### config.mk
export PLATFORM = sky130hd
export DESIGN_NAME = battleship_top
export DESIGN_NICKNAME = d
export VERILOG_FILES = /design/src/source/bship_cfg_pkg.sv /design/src/source/bship_game_pkg.sv /design/src/source/bship_shot_if.sv /design/src/source/battleship_top.sv /design/src/source/fleet_board.sv /design/src/source/pc_shot_gen.sv /design/src/source/turn_fsm.sv
export SDC_FILE = /design/constraint.sdc
export NUM_CORES = 1
export LEC_CHECK = 0
export BUFFER_PORTS_ARGS = -buffer_cell sky130_fd_sc_hd__buf_2
export CORE_ASPECT_RATIO = 0.5
export CORE_UTILIZATION = 35
export DETAILED_ROUTE_END_ITERATION = 12
export GPL_ROUTABILITY_DRIVEN = 0
export PLACE_DENSITY = 0.48
export REMOVE_ABC_BUFFERS = 1
export SLEW_MARGIN = 20
export SYNTH_ARGS = -nofsm -noshare
export SYNTH_HDL_FRONTEND = slang
export SYNTH_HIERARCHICAL = 1
export SYNTH_SLANG_ARGS = --single-unit
### constraint.sdc
create_clock -name clk -period 4 [get_ports clk]
set_clock_uncertainty 0.1 [all_clocks]
set_input_delay 0.8 -clock clk [delete_from_list [all_inputs] [get_ports clk]]
set_output_delay 0.8 -clock clk [all_outputs]
set_load 0.03 [all_outputs]
### src/source/bship_cfg_pkg.sv
`default_nettype none

package bship_cfg_pkg;

  // Both boards are square and share the same geometry
  localparam int unsigned BOARD_DIM = 8;

  // Bits needed to address one row or one column
  localparam int unsigned COORD_W = $clog2(BOARD_DIM);

  // Every cell of a board gets one bit in the ship map
  localparam int unsigned CELL_COUNT = BOARD_DIM * BOARD_DIM;

  // Ships per fleet, each ship covers a single cell
  localparam int unsigned SHIP_COUNT = 4;

  // Wide enough to hold the value SHIP_COUNT itself
  localparam int unsigned SHIP_CNT_W = $clog2(SHIP_COUNT + 1);

  // A single row or column number
  typedef logic [COORD_W-1:0] coord_t;

  // Linear cell number built as {y, x}
  typedef logic [2*COORD_W-1:0] cell_idx_t;

  // Number of ships placed or still afloat
  typedef logic [SHIP_CNT_W-1:0] ship_cnt_t;

  // An empty fleet, used for reset and for the end-of-game test
  localparam ship_cnt_t NO_SHIPS = '0;

  // Count at which a board stops taking placements
  localparam ship_cnt_t FLEET_FULL = ship_cnt_t'(SHIP_COUNT);

endpackage

`default_nettype wire

### src/source/bship_game_pkg.sv
`default_nettype none

package bship_game_pkg;

  // Phases of one game, from setup to the end
  typedef enum logic [2:0] {
    START,       // Fleets are being placed, waiting for start
    PLAYER_TURN, // Player may fire one shot
    PC_TURN,     // Computer fires back during this single cycle
    VICTORY,     // Computer fleet is gone
    DEFEAT       // Player fleet is gone
  } game_state_t;

  // Step of the computer's scan across the linear cell index
  // Odd steps are coprime with the 64 cells, so every cell comes up once per lap
  localparam bship_cfg_pkg::cell_idx_t PC_STRIDE = 6'd5;

  // The computer starts its scan at the top left corner
  localparam bship_cfg_pkg::cell_idx_t PC_FIRST_CELL = '0;

endpackage

`default_nettype wire

### src/source/bship_shot_if.sv
`default_nettype none

interface bship_shot_if;

  import bship_cfg_pkg::*;

  logic   fire; // One cycle strobe, a new shot in every cycle it is high
  coord_t x;    // Column of the target cell
  coord_t y;    // Row of the target cell

  // Combinational answer from the board in the same cycle as fire
  // High only while the cell still holds an unstruck ship
  logic hit;

  // Side that picks the cell and pulls the trigger
  modport shooter (
    output fire,
    output x,
    output y,
    input  hit
  );

  // Board that owns the ships and scores the shot
  modport target (
    input  fire,
    input  x,
    input  y,
    output hit
  );

endinterface

`default_nettype wire

### src/source/battleship_top.sv
`default_nettype none

module battleship_top (
  input  logic                  clk,
  input  logic                  rst,          // Synchronous, active low
  input  logic                  start,        // Leave setup once both fleets are full
  input  logic                  place_player, // Place a ship on the player's board
  input  logic                  place_pc,     // Place a ship on the computer's board
  input  logic                  fire,         // Player shot strobe
  input  bship_cfg_pkg::coord_t place_x,      // Shared by both boards
  input  bship_cfg_pkg::coord_t place_y,
  input  bship_cfg_pkg::coord_t fire_x,
  input  bship_cfg_pkg::coord_t fire_y,
  output logic                  player_turn,
  output logic                  pc_turn,
  output logic                  is_victory,
  output logic                  is_defeat,
  output logic                  player_hit,   // Player struck a computer ship this cycle
  output logic                  pc_hit        // Computer struck a player ship this cycle
);

  import bship_cfg_pkg::*;

  logic      player_full;
  logic      pc_full;
  ship_cnt_t player_ships_next;
  ship_cnt_t pc_ships_next;

  // Player fires at the computer's board and the computer fires back at the player's
  bship_shot_if player_shot ();
  bship_shot_if pc_shot ();

  turn_fsm u_turn_fsm (
    .clk               (clk),
    .rst               (rst),
    .start             (start),
    .fire              (fire),
    .fire_x            (fire_x),
    .fire_y            (fire_y),
    .player_fleet_full (player_full),
    .pc_fleet_full     (pc_full),
    .player_ships_next (player_ships_next),
    .pc_ships_next     (pc_ships_next),
    .player_shot       (player_shot.shooter),
    .player_turn       (player_turn),
    .pc_turn           (pc_turn),
    .is_victory        (is_victory),
    .is_defeat         (is_defeat)
  );

  // Ships of the human player, the computer's scan lands here
  fleet_board player_board (
    .clk             (clk),
    .rst             (rst),
    .place           (place_player),
    .place_x         (place_x),
    .place_y         (place_y),
    .shot            (pc_shot.target),
    .full            (player_full),
    .ships_left_next (player_ships_next)
  );

  fleet_board pc_board (
    .clk             (clk),
    .rst             (rst),
    .place           (place_pc),
    .place_x         (place_x),
    .place_y         (place_y),
    .shot            (player_shot.target),
    .full            (pc_full),
    .ships_left_next (pc_ships_next)
  );

  pc_shot_gen u_pc_shot_gen (
    .clk     (clk),
    .rst     (rst),
    .pc_turn (pc_turn),
    .shot    (pc_shot.shooter)
  );

  assign player_hit = player_shot.hit;
  assign pc_hit     = pc_shot.hit;

endmodule

`default_nettype wire

### src/source/fleet_board.sv
`default_nettype none

module fleet_board (
  input  logic                     clk,
  input  logic                     rst,
  input  logic                     place,           // Put a ship on place_x, place_y
  input  bship_cfg_pkg::coord_t    place_x,
  input  bship_cfg_pkg::coord_t    place_y,
  bship_shot_if.target             shot,            // Incoming fire from the other side
  output logic                     full,            // All ships of the fleet are on the board
  output bship_cfg_pkg::ship_cnt_t ships_left_next  // Afloat count once the current shot lands
);

  import bship_cfg_pkg::*;

  // One bit per cell, set while an unstruck ship sits there
  logic [CELL_COUNT-1:0] ship_map;

  ship_cnt_t placed_cnt; // Placements accepted since reset
  ship_cnt_t live_cnt;   // Ships still afloat

  cell_idx_t place_idx;
  cell_idx_t shot_idx;

  logic place_ok; // Placement that is actually taken
  logic shot_hit;

  // Row goes into the upper bits of the linear index
  assign place_idx = {place_y, place_x};
  assign shot_idx  = {shot.y, shot.x};

  assign full = (placed_cnt == FLEET_FULL);

  // Cells that already hold a ship and a full fleet both turn the strobe away
  assign place_ok = place && !full && !ship_map[place_idx];

  // A struck cell is cleared, so a second shot there scores nothing
  assign shot_hit = shot.fire && ship_map[shot_idx];
  assign shot.hit = shot_hit;

  // The turn controller needs the count before the edge that applies the hit
  assign ships_left_next = live_cnt - ship_cnt_t'(shot_hit);

  always_ff @(posedge clk) begin
    if (!rst) begin
      ship_map   <= '0;
      placed_cnt <= NO_SHIPS;
      live_cnt   <= NO_SHIPS;
    end else begin
      if (place_ok) begin
        ship_map[place_idx] <= 1'b1;
        placed_cnt          <= placed_cnt + ship_cnt_t'(1);
      end
      // Never collides with a placement, that needs an empty cell and a hit needs a ship
      if (shot_hit) begin
        ship_map[shot_idx] <= 1'b0; // The ship at this cell is sunk
      end
      live_cnt <= ships_left_next + ship_cnt_t'(place_ok); // New ship in, struck ship out
    end
  end

endmodule

`default_nettype wire

### src/source/pc_shot_gen.sv
`default_nettype none

module pc_shot_gen (
  input  logic          clk,
  input  logic          rst,
  input  logic          pc_turn, // High for exactly one cycle per computer turn
  bship_shot_if.shooter shot     // Computer shots toward the player's board
);

  import bship_cfg_pkg::*;
  import bship_game_pkg::*;

  // Cell that the next computer shot goes to
  cell_idx_t scan_idx;

  // The whole computer turn is a single cycle, so it is also the trigger
  assign shot.fire = pc_turn;

  // Column sits in the low bits of the index and row in the high bits
  assign shot.x = scan_idx[COORD_W-1:0];
  assign shot.y = scan_idx[2*COORD_W-1:COORD_W];

  // The index only moves once the turn that used it is over
  // The add wraps at 64 on its own since the index is six bits wide
  always_ff @(posedge clk) begin
    if (!rst) begin
      scan_idx <= PC_FIRST_CELL;
    end else if (pc_turn) begin
      scan_idx <= scan_idx + PC_STRIDE; // Next cell in stride order
    end
  end

endmodule

`default_nettype wire

### src/source/turn_fsm.sv
`default_nettype none

module turn_fsm (
  input  logic                     clk,
  input  logic                     rst,
  input  logic                     start,             // Begin the game once placement is done
  input  logic                     fire,              // Player trigger, counts only on the player turn
  input  bship_cfg_pkg::coord_t    fire_x,
  input  bship_cfg_pkg::coord_t    fire_y,
  input  logic                     player_fleet_full,
  input  logic                     pc_fleet_full,
  input  bship_cfg_pkg::ship_cnt_t player_ships_next, // Player ships left after this cycle's shot
  input  bship_cfg_pkg::ship_cnt_t pc_ships_next,     // Computer ships left after this cycle's shot
  bship_shot_if.shooter            player_shot,       // Player shots toward the computer's board
  output logic                     player_turn,
  output logic                     pc_turn,
  output logic                     is_victory,
  output logic                     is_defeat
);

  import bship_cfg_pkg::*;
  import bship_game_pkg::*;

  game_state_t state_reg;
  game_state_t state_next;

  logic fleets_ready; // Both boards hold a complete fleet
  logic player_fires; // Trigger seen while the player has the turn

  assign fleets_ready = player_fleet_full && pc_fleet_full;
  assign player_fires = fire && (state_reg == PLAYER_TURN);

  // The shot only reaches the computer's board during the player turn
  assign player_shot.fire = player_fires;
  assign player_shot.x    = fire_x;
  assign player_shot.y    = fire_y;

  always_ff @(posedge clk) begin
    if (!rst) begin
      state_reg <= START;
    end else begin
      state_reg <= state_next;
    end
  end

  always_comb begin
    state_next = state_reg; // Stay put unless an event below moves us
    case (state_reg)
      START: begin
        if (start && fleets_ready) state_next = PLAYER_TURN; // Early starts are dropped
      end
      PLAYER_TURN: begin
        if (player_fires) state_next = PC_TURN;
      end
      PC_TURN: begin
        // The computer board already took the player's shot one edge ago
        // The player board is scored in this very cycle, so look ahead on both
        if (pc_ships_next == NO_SHIPS) begin
          state_next = VICTORY; // A win is checked first
        end else if (player_ships_next == NO_SHIPS) begin
          state_next = DEFEAT;
        end else begin
          state_next = PLAYER_TURN;
        end
      end
      VICTORY, DEFEAT: begin
        state_next = state_reg; // Only reset leaves the end states
      end
      default: state_next = START;
    endcase
  end

  // One flag per visible state
  assign player_turn = (state_reg == PLAYER_TURN);
  assign pc_turn     = (state_reg == PC_TURN);
  assign is_victory  = (state_reg == VICTORY);
  assign is_defeat   = (state_reg == DEFEAT);

endmodule

`default_nettype wire

* Yosys cells after proc, flatten, opt, wreduce, memory -nomap -nowiden
Index checks and enable logic that the tools add are counted.
** Word-level totals
- Register bits :: 149
- Input bits :: 18
- Output and inout bits :: 6
- Word-level logic and storage cells :: 82
** Cells by class
- Add/subtract/negate cells :: 7
- Reduce and logical (&&, ||, !) cells :: 21
- Mux-type cells :: 25
- Eq/ne operators :: 8
- Bitwise gates (word level) :: 7
- Magnitude comparators :: 6
** Operator list (count)
- two-way mux 64 bit :: 6
- AND 64 bit :: 2
- inverter 64 bit :: 2
- bitwise OR 64 bit :: 2
- binary-select mux 1 bit (select 6 bit) :: 4
- < comparator 6 x 7 -> 1 bit (second input constant) :: 3
- demux 1 bit (select 6 bit) :: 3
- >= comparator 6 x 1 -> 1 bit (second input constant) :: 3
- logical AND 1 bit :: 12
- two-way mux 3 bit :: 4
- one-hot mux 3 bit (4 select lines) :: 1
- equality test 3 bit (second input constant) :: 3
- logical NOT 3 bit :: 3
- two-way mux 1 bit :: 7
- adder 3 x 1 -> 3 bit :: 2
- adder 3 x 1 -> 3 bit (second input constant) :: 2
- adder 6 x 3 -> 6 bit (second input constant) :: 1
- equality test 3 x 2 -> 1 bit (second input constant) :: 2
- subtractor 3 x 1 -> 3 bit :: 2
- logical NOT 1 bit :: 4
- inequality test 2 x 1 -> 1 bit (second input constant) :: 2
- equality test 3 x 1 -> 1 bit (second input constant) :: 1
- AND reduction 3 bit :: 1
- OR reduction 2 bit :: 1
- inverter 1 bit :: 1

* Longest topological paths before layout
Gate-level depths: netlist of run 1.
- Word-level depth :: 9
- Gate-level depth with buffers :: 15
- Gate-level depth less buffers :: 12

* Modules after synthesis
Netlist of run 1, hierarchy kept.
** Modules (own cells, without submodules)
- fleet_board (pc_board) :: sequential area each 1401.3 µm², instances 1, area each 4255.3 µm², cells each 516
- fleet_board (player_board) :: sequential area each 1401.3 µm², instances 1, area each 4231.6 µm², cells each 479
- turn_fsm :: sequential area each 60.1 µm², instances 1, area each 266.5 µm², cells each 28
- pc_shot_gen :: sequential area each 120.1 µm², instances 1, area each 264.0 µm², cells each 27

* Worst setup path after synthesis of run 1
Ideal clock, no wire load.
- Path kind :: input -> register
- Start point :: input port fire_x[1]
- End point :: register u_turn_fsm.state_reg[2]
- Arrival :: 3.704 ns
- Data required time :: 3.785 ns
- Setup slack :: 0.081 ns
- Buffers on the path :: 4
- Library setup time :: 0.115 ns
- Stages :: 14
- Cells stage by stage :: buf_4 -> clkbuf_1 -> clkbuf_1 -> clkbuf_1 -> a21oi_1 -> o41a_1 -> o21a_1 -> o31a_1 -> ha_1 -> ha_1 -> inv_1 -> nor3_2 -> and3b_1 -> o21a_1
** On the way
- Cells in the longest elaborated chain, start to end :: 7
** RTL lines
- from (decl) :: RTL line battleship_top.sv:12 : input bship_cfg_pkg::coord_t fire_x,
- binary-select mux 1 bit (select 6 bit) :: RTL line fleet_board.sv:38 : assign shot_hit = shot.fire && ship_map[shot_idx];
- two-way mux 1 bit (not written as such) :: RTL line fleet_board.sv:38
- logical AND 1 bit :: RTL line fleet_board.sv:38
- named net player_hit :: RTL line battleship_top.sv:18 : output logic player_hit,
- subtractor 3 x 1 -> 3 bit :: RTL line fleet_board.sv:42 : assign ships_left_next = live_cnt - ship_cnt_t'(shot_hit);
- named net pc_ships_next[1] :: RTL line battleship_top.sv:27 : ship_cnt_t pc_ships_next;
- logical NOT 3 bit :: RTL line turn_fsm.sv:58 : if (pc_ships_next == NO_SHIPS) begin
- two-way mux 3 bit :: RTL line turn_fsm.sv:58
- one-hot mux 3 bit (4 select lines) :: RTL line turn_fsm.sv:48 : case (state_reg)
- to (signal assigned) :: RTL line turn_fsm.sv:42 : state_reg <= state_next;
- to (decl) :: RTL line turn_fsm.sv:24 : game_state_t state_reg;
The timed path passes the listed nets, and every way through them passes these cells. The select of a mux whose other input is x is not followed.
A chain may end at the register's enable or synchronous reset.

* Final worst setup path of run 1
- Start point :: register u_pc_shot_gen.scan_idx[2]
- End point :: output port pc_hit
** On the way
- Cells in the longest elaborated chain, start to end :: 3
** RTL lines
- from (decl) :: RTL line pc_shot_gen.sv:14 : cell_idx_t scan_idx;
- from (signal assigned) :: RTL line pc_shot_gen.sv:29 : scan_idx <= scan_idx + PC_STRIDE;
- binary-select mux 1 bit (select 6 bit) :: RTL line fleet_board.sv:38
- two-way mux 1 bit (not written as such) :: RTL line fleet_board.sv:38
- logical AND 1 bit :: RTL line fleet_board.sv:38
- to (decl) :: RTL line battleship_top.sv:19 : output logic pc_hit
No other way between the ends. The select of a mux whose other input is x is not followed.

==> results of run 1 <==
-- layout make-up --
type / count / area, sq um / share of cell area (%)
multi-input combinational: 770 / 5460 / 53.0
timing repair buffer: 88 / 618 / 6.00
tap: 344 / 430 / 4.18
sequential: 149 / 2980 / 29.0
inverter: 35 / 133 / 1.29
clock buffer: 22 / 474 / 4.60
clock inverter: 9 / 198 / 1.92
-- tightest hold or removal path, delay by kind of cell, from the launching register on --
family           cells  cell delay, ns
AND/OR/NAND/NOR      1            0.05
multiplexers         1            0.06
flip-flops           1            0.31
-- layout by cell type (no fill, tap or decap), types with 6 or more instances in the layout --
master and n:
inv_1 31, a21oi_1 71, ha_1 12, nand3b_1 15, o21ai_0 49, and2_1 14
buf_2 22, bufinv_16 6, and3b_1 8, mux4_2 15, a221oi_1 29, a211oi_1 13
a22oi_1 47, nor3_1 11, nand3_1 18, a31oi_1 57, and3_1 10, buf_4 65
nand2_1 51, nand4_1 9, nand2b_1 17, a311oi_1 9, a41oi_1 15, dfxtp_1 148
o31a_1 10, a32oi_1 8, mux2_2 20, mux2i_1 31, nor2b_1 25, nor3b_1 6
clkbuf_16 17, nor2_1 84, o221ai_1 13, o22ai_1 12
-- where the power goes --
group | total, mW | switching [mW] | internal, mW
combinational | 0.356 | 0.241 | 0.114
sequential | 1.51 | 0.0121 | 1.50
clock | 1.87 | 0.653 | 1.21
total | 3.73 | 0.906 | 2.83
-- cell families after synthesis --
logic type / after synthesis / share of synthesized area [%]
buffers and inverters: 131 / 6.45
flip-flops: 149 / 33.1
multiplexers: 67 / 9.80
adder cells (fa/ha/maj): 12 / 1.67
XOR/XNOR: 6 / 0.583
AND/OR/NAND/NOR: 304 / 18.8
AO/OA/AOI/OAI: 381 / 29.6
-- what timing repair did --
action | 4_1_cts | 5_1_grt
buffers inserted | 0 | 1
setup endpoints to repair | 1 | 1
pin swaps | 1 | 1
gates resized for setup | 4 | 0
-- per-stage QoR --
step	util [%]	setup TNS (ns)
final	40.8	0
after global routing	40.8	0
after CTS	40.8	0
after detailed placement	38.1	0
after global placement	38.1	0
after floorplan	-	-14.53
-- path summary, 6_finish.rpt --
path                                   from                       to  slack, ns
setup / recovery  u_pc_shot_gen/scan_idx[2]                   pc_hit       0.17
hold / removal       pc_board/placed_cnt[2]   pc_board/placed_cnt[2]       0.37
setup reg to reg  u_pc_shot_gen/scan_idx[2]  u_turn_fsm/state_reg[0]       0.41
hold reg to reg      pc_board/placed_cnt[2]   pc_board/placed_cnt[2]       0.37
-- metal layers --
metal,up-vias,global-route usage [%],wire [um],part of all wire [%]
li1,4062,-,-,-
met1,4393,34.9,15400,45
met2,446,40.9,15400,45
met3,83,5.63,2740,7.9
met4,0,12.1,1040,3.0
met5,-,0,0,0
-- synthesized netlist by cell type, types with 9 or more instances --
cell type	n
dfxtp_1	149
nor2_1	84
a21oi_1	71
a31oi_1	57
nand2_1	51
o21ai_0	49
clkbuf_1	48
a22oi_1	47
mux2i_1	32
inv_1	31
a221oi_1	29
nor2b_1	25
buf_2	21
mux2_2	20
nand3_1	18
nand2b_1	17
a41oi_1	15
mux4_2	15
nand3b_1	15
and2_1	14
a211oi_1	13
buf_1	13
o221ai_1	13
ha_1	12
o22ai_1	12
buf_4	11
nor3_1	11
and3_1	10
o31a_1	10
a311oi_1	9
nand4_1	9
==> flow_summary.json, run 1 <==
{
  "status": "finished clean",
  "numCtsBuffers": 17,
  "dp_hpwl_um": 23800,
  "fin_cells": 1417,
  "rsz0062_at_grt": "no",
  "worst_pin_slew_ns": 0.976,
  "port_buffers": 23,
  "vias": 8984,
  "clock-root-buffer": "clkbuf_16",
  "htree_levels": 4,
  "synth_area_per_cell_sq_um": 8.59,
  "p_per_area_nw_per_um2": 363,
  "synth_area_sq_um": 9020,
  "grt_max_degree": 62,
  "placedCellCount": 1385,
  "fillCellCount": 2499,
  "dpl-instance-area_sq_um": 9610,
  "slowest_delay_ns": 0.47,
  "clkSinkCount": 149,
  "firstDrtPassIters": 5,
  "cp.required_ns": 3.10,
  "slowest_stage": "dfxtp_1",
  "yosys.area.top_type": "dfxtp_1",
  "via_per_inst": 6.34,
  "track_usage_pct": 26.2,
  "top_regs": "pc_board/ship_map x64, player_board/ship_map x64, u_pc_shot_gen/scan_idx x6",
  "cts_tree": "yes",
  "syn2layout_area_growth_pct": 14.2,
  "clkTransAtPathRegs_ns": 0.06,
  "ctsHoldBuffers": 0,
  "drv_cap": 0,
  "yosysWarnings": 6,
  "startpoint_type": "flop",
  "clockBufferDepth": 2,
  "fmax_mhz": 261,
  "fin_crit_sh_pct": 95.8,
  "antenna_found_initial": 0,
  "globalRoute.totalOverflow": 0,
  "worstPathMaxFanout": 11,
  "slew_headroom_pct": 34.4,
  "die-height_um": 116,
  "cp.arrival_ns": 2.93,
  "dp_slack_ns": 0.119,
  "critPathTopFamily": "buffers and inverters",
  "hold_violations": 0,
  "grt_pass1_vias": 8318,
  "ys_ff_latch": 149,
  "setup_ws_ns": 0.168,
  "ys_async_sr_fraction_pct": 0,
  "hold_depth": 2,
  "synth_edf_count": 0,
  "fin_hold_ws_ns": 0.372,
  "worstRegToRegCells": 12,
  "cp-end-kind": "output port",
  "start_util_pct": 35.7,
  "cp_cell_sequence": "buf_4 > mux4_2 > mux2_2 > and4_1 > a311oi_2 > nand4_1 > buf_4 > buf_2",
  "die_w_um": 229,
  "crit_path_frequent_cell": "buf_4",
  "vdd_drop_max_mv": 0.337,
  "fin_crit_ns": 3.83,
  "diodes": 0,
  "routed_wl_um": 34700,
  "synth_area_leaders": "dfxtp_1, a31oi_1, a21oi_1, a22oi_1, mux4_2",
  "min_path_type": "reg -> reg",
  "clk_latency_ns": 0.46,
  "ys_types": 82,
  "seq_area_frac_synth_pct": 33.1,
  "setup_viol": 0,
  "drt_iter0_markers": 1031,
  "grt_pass1_wl_um": 52300,
  "drive_gt1_share_pct": 17.1,
  "drc_errors": 0,
  "path_class": "reg -> out",
  "postLayoutCellArea_sq_um": 10300,
  "synth_flop_cell": "dfxtp_1",
  "path_depth": 8,
  "pin_count": 24,
  "total_power_mw": 3.73,
  "netlist_instances": 1050,
  "rows": 41,
  "core_area_sq_um": 25200,
  "route.detailed.wl_per_inst_um": 24.5,
  "nets": 1091,
  "synth_top_area_share_pct": 33.1,
  "cp_num_buf_inv": 3,
  "ant_nets": 0,
  "dieArea_sq_um": 26400,
  "slew_violations": 0,
  "static-leakage-power_nw": 3.68
}
(Power assumes the default switching activity.)
==> run 2: changes to the inputs <==
- CELL_PAD_IN_SITES_DETAIL_PLACEMENT: default -> 1
- CELL_PAD_IN_SITES_GLOBAL_PLACEMENT: default -> 1
- PLACE_DENSITY: 0.48 -> 0.59
==> run 2 against run 1 <==
Clock power decreased by 12%. Sequential share of layout area increased by 0.16 points. Via count increased by 0.95%. Global-route usage increased by 1.9 points. Utilization decreased by 0.24 points. Setup slack got worse by 0.062 ns. First-iteration DRC count decreased by 8.5%. Flip-flop and latch count unchanged. Sequential power about the same. Highest routed layer unchanged.
==> flow_summary.json, run 2 (same netlist as run 1, synthesis figures left out) <==
{
  "status": "finished clean",
  "vdd_drop_max_mv": 0.325,
  "most-common-layout-cells": "dfxtp_1, nor2_1, a21oi_1",
  "nets": 1094,
  "slew_headroom_pct": 31.3,
  "port_buffers": 23,
  "fmax_mhz": 257,
  "syn2layout_area_growth_pct": 13.5,
  "drt_iter0_markers": 943,
  "dp_slack_ns": 0.0456,
  "worstPathMaxFanout": 26,
  "clockBufferDepth": 2,
  "p_per_area_nw_per_um2": 345,
  "startpoint_type": "flop",
  "drive_gt1_share_pct": 17.0,
  "htree_levels": 4,
  "slew_violations": 0,
  "mostFrequentLayoutCell": "dfxtp_1",
  "slowest_delay_ns": 0.47,
  "slowest_stage": "dfxtp_1",
  "firstDrtPassIters": 5,
  "fillCellCount": 2999,
  "clock-root-buffer": "clkbuf_16",
  "dp_hpwl_um": 25500,
  "fin_crit_ns": 3.89,
  "drv_cap": 0,
  "fin_setup_tns_ns": 0,
  "vias": 9069,
  "dieArea_sq_um": 26400,
  "antenna_found_initial": 0,
  "track_usage_pct": 28.1,
  "grt_pass1_wl_um": 55400,
  "crit_path_frequent_cell": "buf_4",
  "clkSinkCount": 149,
  "cts_tree": "yes",
  "route.detailed.wl_per_inst_um": 26.0,
  "numCtsBuffers": 17,
  "path_class": "reg -> out",
  "ctsHoldBuffers": 0,
  "hold_violations": 0,
  "grt_pass1_vias": 8856,
  "min_path_type": "reg -> reg",
  "top_regs": "pc_board/ship_map x64, player_board/ship_map x64, u_pc_shot_gen/scan_idx x6",
  "drc_errors": 0,
  "clkTransAtPathRegs_ns": 0.06,
  "worst_pin_slew_ns": 1.03,
  "via_per_inst": 6.38,
  "setup_ws_ns": 0.106,
  "pin_count": 24,
  "placedCellCount": 1389,
  "clk_latency_ns": 0.46,
  "cp_cell_sequence": "buf_4 > buf_4 > nor2b_1 > a22o_1 > a211o_1 > o2111ai_1 > nand4_1 > buf_2",
  "cp.required_ns": 3.10,
  "core_area_sq_um": 25200,
  "grt_max_degree": 50,
  "rsz0062_at_grt": "no",
  "fin_crit_sh_pct": 97.4,
  "die_w_um": 229,
  "diodes": 0,
  "static-leakage-power_nw": 3.67,
  "cts_resized": 0,
  "rows": 41,
  "routed_wl_um": 36900,
  "cp.arrival_ns": 2.99,
  "die-height_um": 116,
  "fin_cells": 1421,
  "cts_setup_buffers": 0,
  "setup_viol": 0,
  "globalRoute.totalOverflow": 0,
  "cp-end-kind": "output port",
  "ant_nets": 0,
  "start_util_pct": 35.7,
  "total_power_mw": 3.53
}
-- run 2: cell count changes in the layout (fill, tap and decap cells not counted), sizes merged --
cell | previous run | this run
buf | 88 | 91
bufinv | 6 | 2
clkbuf | 22 | 23
clkinv | 4 | 7
clkinvlp | 1 | 2
-- run 2: through the flow --
step	util (%)	area, sq um	hold slack [ns]
floorplan	-	8570	0.338
global placement	38.2	9650	0.348
detailed placement	38.2	9650	0.363
CTS	40.6	10200	0.371
global route	40.6	10200	0.405
finish	40.6	10200	0.364
-- run 2: path summary, 6_finish.rpt --
check                             from                       to  slack, ns  cells past startpoint
max          u_pc_shot_gen/scan_idx[0]                   pc_hit       0.11                      8
min             pc_board/placed_cnt[2]   pc_board/placed_cnt[2]       0.36                      2
max reg2reg  u_pc_shot_gen/scan_idx[0]  u_turn_fsm/state_reg[0]       0.37                     12
min reg2reg     pc_board/placed_cnt[2]   pc_board/placed_cnt[2]       0.36                      2
-- run 2: where the power goes --
group / total (mW) / internal [mW] / switching (mW)
combinational: 0.368 / 0.119 / 0.250
sequential: 1.51 / 1.50 / 0.0123
clock: 1.65 / 0.977 / 0.674
-- run 2: per-layer routing --
| metal | share of wire (%) | wire [um] | GRT usage [%] | up-vias |
|---|---|---|---|---|
| met5 | 0 | 0 | 0 | - |
| met4 | 2.3 | 864 | 10.4 | 0 |
| met3 | 6.1 | 2270 | 5.76 | 59 |
| met2 | 45 | 16700 | 45.1 | 302 |
| met1 | 46 | 17100 | 37.6 | 4626 |
| li1 | - | - | - | 4082 |
-- run 2: layout make-up --
type	instances	area [sq um]	area share, %
flip-flops and latches	149	2980	29.1
clock buffers	23	488	4.77
repair buffers	91	653	6.38
multi-input cells	770	5450	53.3
inverters	35	131	1.28
well taps	344	430	4.20
clock inverters	9	100	0.978
-- run 2: critical path, delay by kind of cell (launching register included) --
family / cells / cell delay [ns]
AO/OA/AOI/OAI: 3 / 0.71
flip-flops: 1 / 0.47
AND/OR/NAND/NOR: 2 / 0.49
buffers and inverters: 3 / 0.84
